**src/decode_defs.svh**
```systemverilog
`ifndef DECODE_DEFS_SVH
`define DECODE_DEFS_SVH

`define GROUP_WIDTH  2             // instructions per fetch group
`define BUNDLE_WIDTH 4             // two cracked instructions fit
`define INSN_BITS    32
`define NUM_REGS     32
`define SP_REG       5'd31

// bits 31:22
`define PAT_ADD_RI 10'b1001000100
`define PAT_SUB_RI 10'b1101000100

// bits 31:21, cmp and cmn share the adds/subs encodings
`define PAT_ADDS 11'b10101011000
`define PAT_SUBS 11'b11101011000
`define PAT_ORR  11'b10101010000
`define PAT_MVN  11'b10101010001
`define PAT_EOR  11'b11001010000
`define PAT_ANDS 11'b11101010000
`define PAT_LDUR 11'b11111000010
`define PAT_STUR 11'b11111000000
`define PAT_HLT  11'b11010100010

// bits 31:23
`define PAT_MOVZ 9'b110100101
`define PAT_MOVK 9'b111100101

// bits 31:26
`define PAT_B 6'b000101

`define PAT_NOP 32'hd503201f       // whole word

`endif

```
**src/isa_pkg.sv**
```systemverilog
`include "decode_defs.svh"

package isa_pkg;

  typedef logic [`INSN_BITS-1:0] insn_t;

  typedef logic [$clog2(`NUM_REGS)-1:0] reg_idx_t;

  // one entry per decoded instruction family
  typedef enum logic [3:0] {
    OPC_ADD_RI,
    OPC_SUB_RI,
    OPC_ADDS,
    OPC_SUBS,
    OPC_ORR,
    OPC_EOR,
    OPC_ANDS,
    OPC_MVN,
    OPC_MOVZ,
    OPC_MOVK,
    OPC_LDUR,
    OPC_STUR,
    OPC_B,
    OPC_NOP,
    OPC_HLT,
    OPC_UNKNOWN
  } op_class_t;

endpackage

```
**src/uop_pkg.sv**
```systemverilog
`include "decode_defs.svh"

package uop_pkg;

  typedef logic [63:0] addr_t;
  typedef logic [20:0] imm_t;

  typedef enum logic [3:0] {
    UOP_NOP = 4'd0,                // all-zero uop is a nop
    UOP_ADD,
    UOP_SUB,
    UOP_AND,
    UOP_ORR,
    UOP_EOR,
    UOP_MVN,
    UOP_MOVZ,
    UOP_MOVK,
    UOP_LOAD,
    UOP_STORE,
    UOP_HLT
  } uopcode_t;

  typedef struct packed {
    uopcode_t          uopcode;
    isa_pkg::reg_idx_t dst;
    isa_pkg::reg_idx_t src1;
    isa_pkg::reg_idx_t src2;
    logic              dst_sp;
    logic              src_sp;
    imm_t              imm;
    logic [1:0]        hw;         // movz/movk shift
    logic              valb_sel;   // 1 = register operand
    logic              mem_read;
    logic              mem_write;
    logic              w_enable;
    logic              tx_begin;
    logic              tx_end;
    addr_t             pc;
  } uop_t;

  typedef struct packed {
    uop_t       first;
    uop_t       second;
    logic [1:0] count;
    logic       stop;              // group ends at this slot
  } slot_uops_t;

  typedef uop_t [`BUNDLE_WIDTH-1:0] uop_bundle_t;

  typedef enum logic {
    BUF_EMPTY,
    BUF_FULL
  } buf_state_t;

endpackage
```
**src/decode_top.sv**
```systemverilog
`timescale 1ns/1ns
`include "decode_defs.svh"

module decode_top (
  input  logic                              clk_in,
  input  logic                              reset,
  input  logic                              flush,
  input  logic                              fetch_valid,
  input  logic                              exe_ready,
  input  uop_pkg::addr_t                    pc,
  input  isa_pkg::insn_t [`GROUP_WIDTH-1:0] fetched_ops,
  output logic                              decode_ready,
  output uop_pkg::uop_bundle_t              uops
);
  uop_pkg::slot_uops_t [`GROUP_WIDTH-1:0] slots;
  uop_pkg::uop_bundle_t                   next_bundle;

  for (genvar g = 0; g < `GROUP_WIDTH; g++) begin : gen_lane
    isa_pkg::op_class_t lane_class;

    op_classify u_classify (
      .insn     (fetched_ops[g]),
      .op_class (lane_class)
    );

    uop_former u_former (
      .insn     (fetched_ops[g]),
      .op_class (lane_class),
      .slot_pc  (pc + uop_pkg::addr_t'(4 * g)),   // slot i sits at pc + 4i
      .slot     (slots[g])
    );
  end

  uop_packer u_packer (
    .fetch_valid (fetch_valid),
    .slots       (slots),
    .bundle      (next_bundle)
  );

  issue_buffer u_issue (
    .clk_in       (clk_in),
    .reset        (reset),
    .flush        (flush),
    .fetch_valid  (fetch_valid),
    .exe_ready    (exe_ready),
    .next_bundle  (next_bundle),
    .decode_ready (decode_ready),
    .uops         (uops)
  );

endmodule

```
**src/issue_buffer.sv**
```systemverilog
`timescale 1ns/1ns
`include "decode_defs.svh"

module issue_buffer (
  input  logic                 clk_in,
  input  logic                 reset,
  input  logic                 flush,
  input  logic                 fetch_valid,
  input  logic                 exe_ready,
  input  uop_pkg::uop_bundle_t next_bundle,
  output logic                 decode_ready,
  output uop_pkg::uop_bundle_t uops
);
  import uop_pkg::*;

  buf_state_t  state;
  uop_bundle_t skid;
  logic        take;

  assign take = fetch_valid && decode_ready;

  always_ff @(posedge clk_in) begin
    if (reset || flush) begin
      state        <= BUF_EMPTY;
      decode_ready <= 1'b0;
      uops         <= '0;
    end else begin
      case (state)
        BUF_EMPTY: begin
          if (exe_ready) begin
            uops         <= next_bundle;   // straight through
            decode_ready <= 1'b1;
          end else if (take) begin
            state        <= BUF_FULL;
            decode_ready <= 1'b0;
          end else begin
            decode_ready <= 1'b1;
          end
        end
        BUF_FULL: begin
          if (exe_ready) begin
            uops         <= skid;
            state        <= BUF_EMPTY;
            decode_ready <= 1'b1;
          end
        end
        default: state <= BUF_EMPTY;
      endcase
    end
  end

  always_ff @(posedge clk_in) begin
    if (state == BUF_EMPTY && !exe_ready && take)
      skid <= next_bundle;
  end

  // fetch has to hold off once the skid entry is in use
  no_fetch_when_full: assert property (@(posedge clk_in) disable iff (reset)
    state == BUF_FULL |-> !fetch_valid);

  ready_low_only_when_blocked: assert property (@(posedge clk_in) disable iff (reset)
    !decode_ready == ((state == BUF_FULL) || $past(reset || flush)));

endmodule

```
**src/op_classify.sv**
```systemverilog
`timescale 1ns/1ns
`include "decode_defs.svh"

module op_classify (
  input  isa_pkg::insn_t     insn,
  output isa_pkg::op_class_t op_class
);
  import isa_pkg::*;

  always_comb begin
    if (insn == `PAT_NOP)          // whole word first
      op_class = OPC_NOP;
    else if (insn[31:22] == `PAT_ADD_RI)
      op_class = OPC_ADD_RI;
    else if (insn[31:22] == `PAT_SUB_RI)
      op_class = OPC_SUB_RI;
    else if (insn[31:21] == `PAT_ADDS)
      op_class = OPC_ADDS;
    else if (insn[31:21] == `PAT_SUBS)
      op_class = OPC_SUBS;
    else if (insn[31:21] == `PAT_ORR)
      op_class = OPC_ORR;
    else if (insn[31:21] == `PAT_MVN)
      op_class = OPC_MVN;
    else if (insn[31:21] == `PAT_EOR)
      op_class = OPC_EOR;
    else if (insn[31:21] == `PAT_ANDS)
      op_class = OPC_ANDS;
    else if (insn[31:21] == `PAT_LDUR)
      op_class = OPC_LDUR;
    else if (insn[31:21] == `PAT_STUR)
      op_class = OPC_STUR;
    else if (insn[31:21] == `PAT_HLT)
      op_class = OPC_HLT;
    else if (insn[31:23] == `PAT_MOVZ)
      op_class = OPC_MOVZ;
    else if (insn[31:23] == `PAT_MOVK)
      op_class = OPC_MOVK;
    else if (insn[31:26] == `PAT_B)
      op_class = OPC_B;
    else
      op_class = OPC_UNKNOWN;

    // an x on insn means fetch drove an undefined word into the lane
    assert (!$isunknown(insn))
      else $error("op_classify: undefined instruction word %h", insn);
  end

endmodule

```
**src/uop_former.sv**
```systemverilog
`timescale 1ns/1ns
`include "decode_defs.svh"

module uop_former (
  input  isa_pkg::insn_t      insn,
  input  isa_pkg::op_class_t  op_class,
  input  uop_pkg::addr_t      slot_pc,
  output uop_pkg::slot_uops_t slot
);
  import isa_pkg::*;
  import uop_pkg::*;

  reg_idx_t   rd;                  // also rt for ldur/stur
  reg_idx_t   rn;
  reg_idx_t   rm;
  logic [8:0] offset;
  logic       cracked;
  logic       is_load;
  uop_t       op;
  uop_t       mem_op;

  assign rd      = insn[4:0];
  assign rn      = insn[9:5];
  assign rm      = insn[20:16];
  assign offset  = insn[20:12];
  assign cracked = (offset != 9'd0);
  assign is_load = (op_class == OPC_LDUR);

  always_comb begin
    op          = '0;
    op.pc       = slot_pc;
    op.tx_begin = 1'b1;
    op.tx_end   = 1'b1;
    mem_op      = op;
    slot        = '0;
    case (op_class)
      OPC_ADD_RI, OPC_SUB_RI: begin
        op.uopcode  = (op_class == OPC_SUB_RI) ? UOP_SUB : UOP_ADD;
        op.dst      = rd;
        op.src1     = rn;
        op.imm      = imm_t'(insn[21:10]);
        op.src_sp   = (rn == `SP_REG);
        op.dst_sp   = (rd == `SP_REG) && (rn == `SP_REG);
        op.w_enable = 1'b1;
        slot.first  = op;
        slot.count  = 2'd1;
      end
      OPC_ADDS, OPC_SUBS, OPC_ORR, OPC_EOR, OPC_ANDS, OPC_MVN: begin
        case (op_class)
          OPC_SUBS: op.uopcode = UOP_SUB;
          OPC_ORR:  op.uopcode = UOP_ORR;
          OPC_EOR:  op.uopcode = UOP_EOR;
          OPC_ANDS: op.uopcode = UOP_AND;
          OPC_MVN:  op.uopcode = UOP_MVN;
          default:  op.uopcode = UOP_ADD;
        endcase
        op.dst      = rd;
        op.src1     = rn;
        op.src2     = rm;
        op.valb_sel = 1'b1;
        op.w_enable = 1'b1;
        slot.first  = op;
        slot.count  = 2'd1;
      end
      OPC_MOVZ, OPC_MOVK: begin
        op.uopcode  = (op_class == OPC_MOVK) ? UOP_MOVK : UOP_MOVZ;
        op.dst      = rd;
        op.imm      = imm_t'(insn[20:5]);
        op.hw       = insn[22:21];
        op.w_enable = 1'b1;
        slot.first  = op;
        slot.count  = 2'd1;
      end
      OPC_LDUR, OPC_STUR: begin
        mem_op.uopcode   = is_load ? UOP_LOAD : UOP_STORE;
        mem_op.dst       = rd;
        mem_op.src1      = cracked ? rd : rn;   // cracked access uses the add result
        mem_op.mem_read  = is_load;
        mem_op.mem_write = !is_load;
        mem_op.w_enable  = is_load;
        if (cracked) begin
          op.uopcode      = insn[20] ? UOP_SUB : UOP_ADD;
          op.dst          = rd;
          op.src1         = rn;
          op.imm          = imm_t'(offset);
          op.w_enable     = 1'b1;
          op.tx_end       = 1'b0;
          mem_op.tx_begin = 1'b0;
          slot.first      = op;
          slot.second     = mem_op;
          slot.count      = 2'd2;
        end else begin
          slot.first = mem_op;
          slot.count = 2'd1;
        end
      end
      OPC_HLT: begin
        op.uopcode = UOP_HLT;
        slot.first = op;
        slot.count = 2'd1;
      end
      OPC_B: slot.stop = 1'b1;        // taken at fetch, nothing to issue
      default: slot.count = 2'd0;     // nop and unknown
    endcase
  end

endmodule

```
**src/uop_packer.sv**
```systemverilog
`timescale 1ns/1ns
`include "decode_defs.svh"

module uop_packer (
  input  logic                                   fetch_valid,
  input  uop_pkg::slot_uops_t [`GROUP_WIDTH-1:0] slots,
  output uop_pkg::uop_bundle_t                   bundle
);
  import uop_pkg::*;

  logic [$clog2(`BUNDLE_WIDTH)-1:0] idx;      // next free bundle index
  logic [$clog2(`BUNDLE_WIDTH):0]   total;
  logic                             stopped;

  always_comb begin
    bundle  = '0;                  // all-nop padding
    idx     = '0;
    total   = '0;
    stopped = 1'b0;
    for (int i = 0; i < `GROUP_WIDTH; i++) begin
      total = total + {1'b0, slots[i].count};
      if (fetch_valid && !stopped) begin
        if (slots[i].stop) begin
          stopped = 1'b1;
        end else begin
          if (slots[i].count != 2'd0) begin
            bundle[idx] = slots[i].first;
            idx         = idx + 1'b1;
          end
          if (slots[i].count == 2'd2) begin
            bundle[idx] = slots[i].second;
            idx         = idx + 1'b1;
          end
        end
      end
    end

    // the formers together must never overflow a bundle
    assert (total <= `BUNDLE_WIDTH)
      else $error("uop_packer: %0d uops exceed the bundle", total);
  end

endmodule

```
**config.mk**
```make
export PLATFORM = sky130hd
export DESIGN_NAME = decode_top
export DESIGN_NICKNAME = d
export VERILOG_FILES = /design/src/isa_pkg.sv /design/src/uop_pkg.sv /design/src/decode_top.sv /design/src/issue_buffer.sv /design/src/op_classify.sv /design/src/uop_former.sv /design/src/uop_packer.sv
export VERILOG_INCLUDE_DIRS = /design/src
export SDC_FILE = /design/constraint.sdc
export NUM_CORES = 2
export LEC_CHECK = 0
export ABC_AREA = 1
export BUFFER_PORTS_ARGS = -buffer_cell sky130_fd_sc_hd__buf_4
export CORE_UTILIZATION = 25
export CTS_CLUSTER_SIZE = 28
export DETAILED_ROUTE_END_ITERATION = 12
export HOLD_SLACK_MARGIN = 0.03
export PLACE_DENSITY = 0.48
export SLEW_MARGIN = 30
export SYNTH_ARGS = -nofsm -noshare
export SYNTH_HDL_FRONTEND = slang
export SYNTH_SLANG_ARGS = --single-unit
```
**constraint.sdc**
```tcl
create_clock -name clk_in -period 38.3 [get_ports clk_in]
set_input_delay 1.915 -clock clk_in [delete_from_list [all_inputs] [get_ports clk_in]]
set_output_delay 1.915 -clock clk_in [all_outputs]
set_load 0.005 [all_outputs]
```
After elaboration in Yosys (flattened, before gate mapping)
Index checks and enable logic that the tools add are counted.
W data, S select, Z words.
- add/subtract/negate cells: 3
- $mul: 0
- divide/modulo/power cells: 0
- order comparisons: 6
- equal/unequal tests: 64
- shift-type cells: 0
- mux-type cells: 99
- bitwise gates (word level): 1
- reductions and logical operators: 31
- operator list (kind ; number):
    $mux W456 ; 11
    $bwmux W456 ; 3
    $mux W114 ; 12
    $pmux W114 S5 ; 2
    $pmux W456 S2 ; 1
    $demux W114 S2 ; 3
    $eq A11 B11 Y1 const B ; 18
    $mux W4 ; 30
    $add A64 B3 Y64 const B ; 1
    $eq A32 B32 Y1 const B ; 2
    $eq A4 B4 Y1 const B ; 12
    $eq A10 B10 Y1 const B ; 4
    $eq A9 B9 Y1 const B ; 4
    $mux W2 ; 18
    $eq A4 B3 Y1 const B ; 8
    $pmux W3 S5 ; 2
    $reduce_or A11 Y1 ; 2
    $eq A5 B5 Y1 const B ; 4
    $reduce_bool A9 Y1 ; 2
    $eq A4 B2 Y1 const B ; 4
    $eq A6 B3 Y1 const B ; 2
    $reduce_or A2 Y1 ; 6
    $reduce_or A6 Y1 ; 2
    $mux W1 ; 11
    16 further kinds ; 40
- bits in registers: 914
- latch bits: 0
- RAM bits: 0
- memory bits (read-only): 0
- input bits: 133
- output and inout bits: 457
- word-level logic and storage cells: 326
- memories kept: 0

Logic depth before layout (Yosys ltp)
- word-level depth: 41
- gate-level depth with buffers: 24
- mapped depth without buffers: 23

By module
From an unflattened synthesis, not the netlist that was laid out.
- cells, all modules: 7806
- area, all modules: 52171.3 um^2
- by module, submodules not included (module ; times used ; cells each ; area an instance (um^2) ; sequential area each (um^2)):
    issue_buffer ; 1 ; 4373 ; 37016.8 ; 22861.9
    uop_packer ; 1 ; 2022 ; 8469.4 ; 0.0
    uop_former (gen_lane[0].u_former) ; 1 ; 400 ; 2058.2 ; 0.0
    decode_top ; 1 ; 436 ; 2023.2 ; 0.0
    uop_former (gen_lane[1].u_former) ; 1 ; 395 ; 1793.0 ; 0.0
    op_classify ; 2 ; 90 ; 405.4 ; 0.0

Worst setup path after synthesis
OpenSTA, ideal clock, no wires.
- path kind: input -> register
- from: input exe_ready
- to: register u_issue.skid[0] (netlist name), enable pin
- arrival time: 31.742 ns
- required time: 36.528 ns
- setup slack: 4.786 ns
- stages: 2
- path buffers: 1
- cell sequence: clkbuf_1 nor3_1
- longest elaborated chain between the ends: 3
- ends and longest elaborated chain (item ; line ; text):
    from (decl) ; decode_top.sv:9 ; input logic exe_ready,
    $logic_not A1 Y1 ; issue_buffer.sv:53 ; if (state == BUF_EMPTY && !exe_ready && take)
    $logic_and A1 B1 Y1 (2 in series) ; issue_buffer.sv:53 ;
    to (signal assigned) ; issue_buffer.sv:54 ; skid <= next_bundle;
    to (decl) ; issue_buffer.sv:17 ; uop_bundle_t skid;
Every way passes these cells.
A chain may end at the register's enable or synchronous reset.

Worst setup path in the final report
- from: input fetched_ops[22] (netlist name)
- to: register u_issue.uops[20] (netlist name)
- longest elaborated chain between the ends: 38
- ends and longest elaborated chain (item ; line ; text):
    from (decl) ; decode_top.sv:11 ; input isa_pkg::insn_t [`GROUP_WIDTH-1:0] fetched_ops,
    $eq A11 B11 Y1 (no line) ; -- ;
    $mux W4 ; op_classify.sv:33 ; else if (insn[31:21] == `PAT_HLT)
    $mux W4 ; op_classify.sv:31 ; else if (insn[31:21] == `PAT_STUR)
    $mux W4 ; op_classify.sv:29 ; else if (insn[31:21] == `PAT_LDUR)
    $mux W4 ; op_classify.sv:27 ; else if (insn[31:21] == `PAT_ANDS)
    $mux W4 ; op_classify.sv:25 ; else if (insn[31:21] == `PAT_EOR)
    $mux W4 ; op_classify.sv:23 ; else if (insn[31:21] == `PAT_MVN)
    $mux W4 ; op_classify.sv:21 ; else if (insn[31:21] == `PAT_ORR)
    [22 not listed] ; -- ;
    $mux W114 (not written as such) or $mux W456 (tied branches) ; uop_packer.sv:31, uop_packer.sv:23 ;
    $demux W114 S2 or $mux W456 (tied branches) ; -- ;
    $bwmux W456 ; uop_packer.sv:31 ; bundle[idx] = slots[i].second;
    $mux W456 ; uop_packer.sv:30 ; if (slots[i].count == 2'd2) begin
    $mux W456 ; uop_packer.sv:23 ; if (slots[i].stop) begin
    $mux W456 (*) ; uop_packer.sv:22 ; if (fetch_valid && !stopped) begin
    $mux W456 (*) ; issue_buffer.sv:30 ; if (exe_ready) begin
    $pmux W456 S2 (*) ; issue_buffer.sv:28 ; case (state)
Every way passes the cells marked *; elsewhere a longest branch is shown, timed or not. The select of a mux whose other input is x is not followed.

==> results_dict.tcl <==
set metrics [dict create \
    ys.flop_type "dfxtp_1" \
    cts_buffers 105 \
    netlist-cell-type-count 53 \
    start_util 0.252 \
    ant_nets 0 \
    post-route-util 0.306 \
    die_area_sq_mm 0.182 \
    synthesis.area_sq_mm 0.0450 \
    finalMaxSlewViolations 0 \
    hold_violations 0 \
    yosys_warnings 0 \
    pin_count 590 \
    die_h_um 426 \
    cts_tree "built" \
    core_area_sq_mm 0.179 \
    ir_drop_mv 0.0342 \
    gp_congestion 0.942 \
    num_rows 155 \
    ctsHoldBuffers 0 \
    hp-class "reg -> reg" \
    postCtsSetupBuffers 0 \
    end_kind "register" \
    clock_path_buffers 3 \
    fin_tns_setup_ps 0 \
    worst_pin_slew_ps 1090 \
    crit_path_max_fanout 32 \
    drive_above_1_share 0.141 \
    cap_violations 0 \
    wl_um 227000 \
    detail_route.vias_per_cell 4.97 \
    min_period_ps 6300 \
    h-tree-depth 3 \
    netlist_instances 6074 \
    status "completed" \
    seq_area_frac_synth 0.486 \
    async_flop_share 0 \
    critPathLaunchType "primary input" \
    synth_edf_count 436 \
    max-slew-margin-rel 0.271 \
    antenna_found_initial 21 \
    overflow 0 \
    wire_per_inst_um 25.5 \
    rsz0062_at_grt "false" \
    fmax_ghz 0.159 \
    powerDensity_mw_per_mm2 39.1 \
    post-route-period-util 0.164 \
    track_usage 0.241 \
    finClkSkew_ps 38.5 \
    dp_hpwl_um 166000 \
    fp.dieW_um 426 \
    finalNetCount 6566 \
    grt_pass1_vias 41900 \
    cts-resized-gates 0 \
    final_cell_mix "nand2_1, nor2_1, buf_4, a21oi_1, inv_1" \
    leakagePower_nw 24.9 \
    cp_data_required_time_ps 38990 \
    grt_pass1_wl_um 315000 \
    criticalPathCategory "in -> reg" \
    grt_max_degree 213 \
    cts_sinks 874 \
    synthToLayoutAreaGrowth_pct 21.7 \
    clock_latency_ps 780 \
    cp.arrival_ps 6990 \
    drcViolationCount 0 \
    path_clk_slew_ps 60 \
    dr.pass1.iters 6 \
    syn_avg_cell_area_sq_um 7.40 \
    final.fill_count 19400 \
    vias 44200 \
    io_buffers 569 \
    cts_root_buffer "clkbuf_16" \
    final_common_cell "nand2_1" \
    ys_ff_latch 874 \
    setup_viol 0 \
    drt-initial-drc-count 4290 \
]
## worst max-delay path: stages
cell     delay [ps]
buf_4           130
inv_1           100
nand2_1          80
nor2_1          360
nand3_1         160
nand2_2         220
nand2_1         130
nand4_1         330
nand2_2         160
ha_1            440
nand2_1         630
buf_4           430
nand2_1         140
inv_2           330
nand2_2         110
inv_2           760
nand2_1         200
nand4_1         160
nand2_1          60
a21oi_1         110
## layer usage
metal  vias up  global-route usage  wire length, um
met5         -                   0               94
met4        14               0.107            10500
met3       365              0.0401            14100
met2      1713               0.421           113000
met1     21500               0.289            89200
li1      20600                   -                -
## through the flow
step / setup slack [ps] / cell area, sq um / instances / hold WS, ps / total power [mW]
2_1_floorplan: 4790 / 45000 / 6093 / 461 / 1.08
5_1_grt: 31500 / 54700 / 8883 / 482 / 2.20
3_5_place_dp: 31000 / 51100 / 8675 / 456 / 1.13
4_1_cts: 31820 / 54600 / 8873 / 465 / 2.16
3_3_place_gp: 31050 / 51000 / 8671 / 453 / 1.13
6_report: 32000 / 54700 / 8886 / 463 / 2.14
## area by class of cell
cell class / count / area, sq um / share of cell area
clock inverter: 36 / 338 / 0.00617
clock buffer: 162 / 3170 / 0.0579
sequential: 874 / 21900 / 0.400
antenna: 12 / 30.0 / 0.000549
tap: 2355 / 2950 / 0.0539
inverter: 482 / 1830 / 0.0335
multi-input combinational: 4331 / 19600 / 0.359
timing repair buffer: 634 / 4910 / 0.0897
## power by group
group | total (mW) | internal [mW] | switching (mW)
combinational | 0.130 | 0.0302 | 0.100
clock | 1.03 | 0.592 | 0.437
sequential | 0.980 | 0.978 | 0.00158
total | 2.14 | 1.60 | 0.539
## state kept, by name, summed over array words and instances (netlist names)
register / cells
u_issue.state: 1
u_issue.skid: 436
u_issue.decode_ready: 1
u_issue.uops: 436
## synth_stat cells (4+ instances only)
master | count | area [sq um]
a211oi_1 | 7 | 52.6
a21o_1 | 56 | 420
a21oi_1 | 484 | 2420
buf_1 | 36 | 135
buf_2 | 48 | 240
buf_4 | 30 | 225
buf_6 | 12 | 135
clkbuf_1 | 280 | 1050
dfxtp_1 | 438 | 8770
edfxtp_1 | 436 | 13100
ha_1 | 5 | 62.6
inv_1 | 452 | 1700
inv_2 | 27 | 101
nand2_1 | 1542 | 5790
nand2_2 | 20 | 125
nand2_4 | 8 | 90.1
nand3_1 | 349 | 1750
nand3_2 | 7 | 70.1
nand4_1 | 111 | 694
nor2_1 | 1004 | 3770
nor2_2 | 21 | 131
nor2_4 | 13 | 146
nor3_1 | 42 | 210
nor4_1 | 5 | 31.3
o2111ai_1 | 4 | 35.0
o211ai_1 | 70 | 526
o21ai_0 | 254 | 1270
o21ai_1 | 203 | 1020
o221ai_1 | 12 | 105
o22ai_1 | 13 | 81.3
o31ai_1 | 6 | 45.0
or2_1 | 5 | 31.3
or2_2 | 6 | 37.5
xor2_1 | 40 | 350
## cell families (layout without fill, tap and decap cells)
group           Yosys count  count (layout)  synth area share
compound gates         1118            1118             0.134
xor+xnor                 42              42           0.00818
fa+ha+maj                 5               5           0.00139
flops                   874             874             0.486
buf+inv                 888            1314            0.0800
other cells               1              32         0.0000834
simple gates           3146            3146             0.290
## path summary, 6_finish.rpt
| kind | slack [ps] | cells past startpoint | endpoint | startpoint |
|---|---|---|---|---|
| max reg2reg | 34660 | 4 | u_issue.skid[269] | u_issue.state |
| min | 460 | 2 | u_issue.uops[339] | u_issue.uops[339] |
| max | 32000 | 20 | u_issue.uops[20] | fetched_ops[22] |
| min reg2reg | 460 | 2 | u_issue.uops[339] | u_issue.uops[339] |
Note: power is estimated with default switching activity, not from simulation.
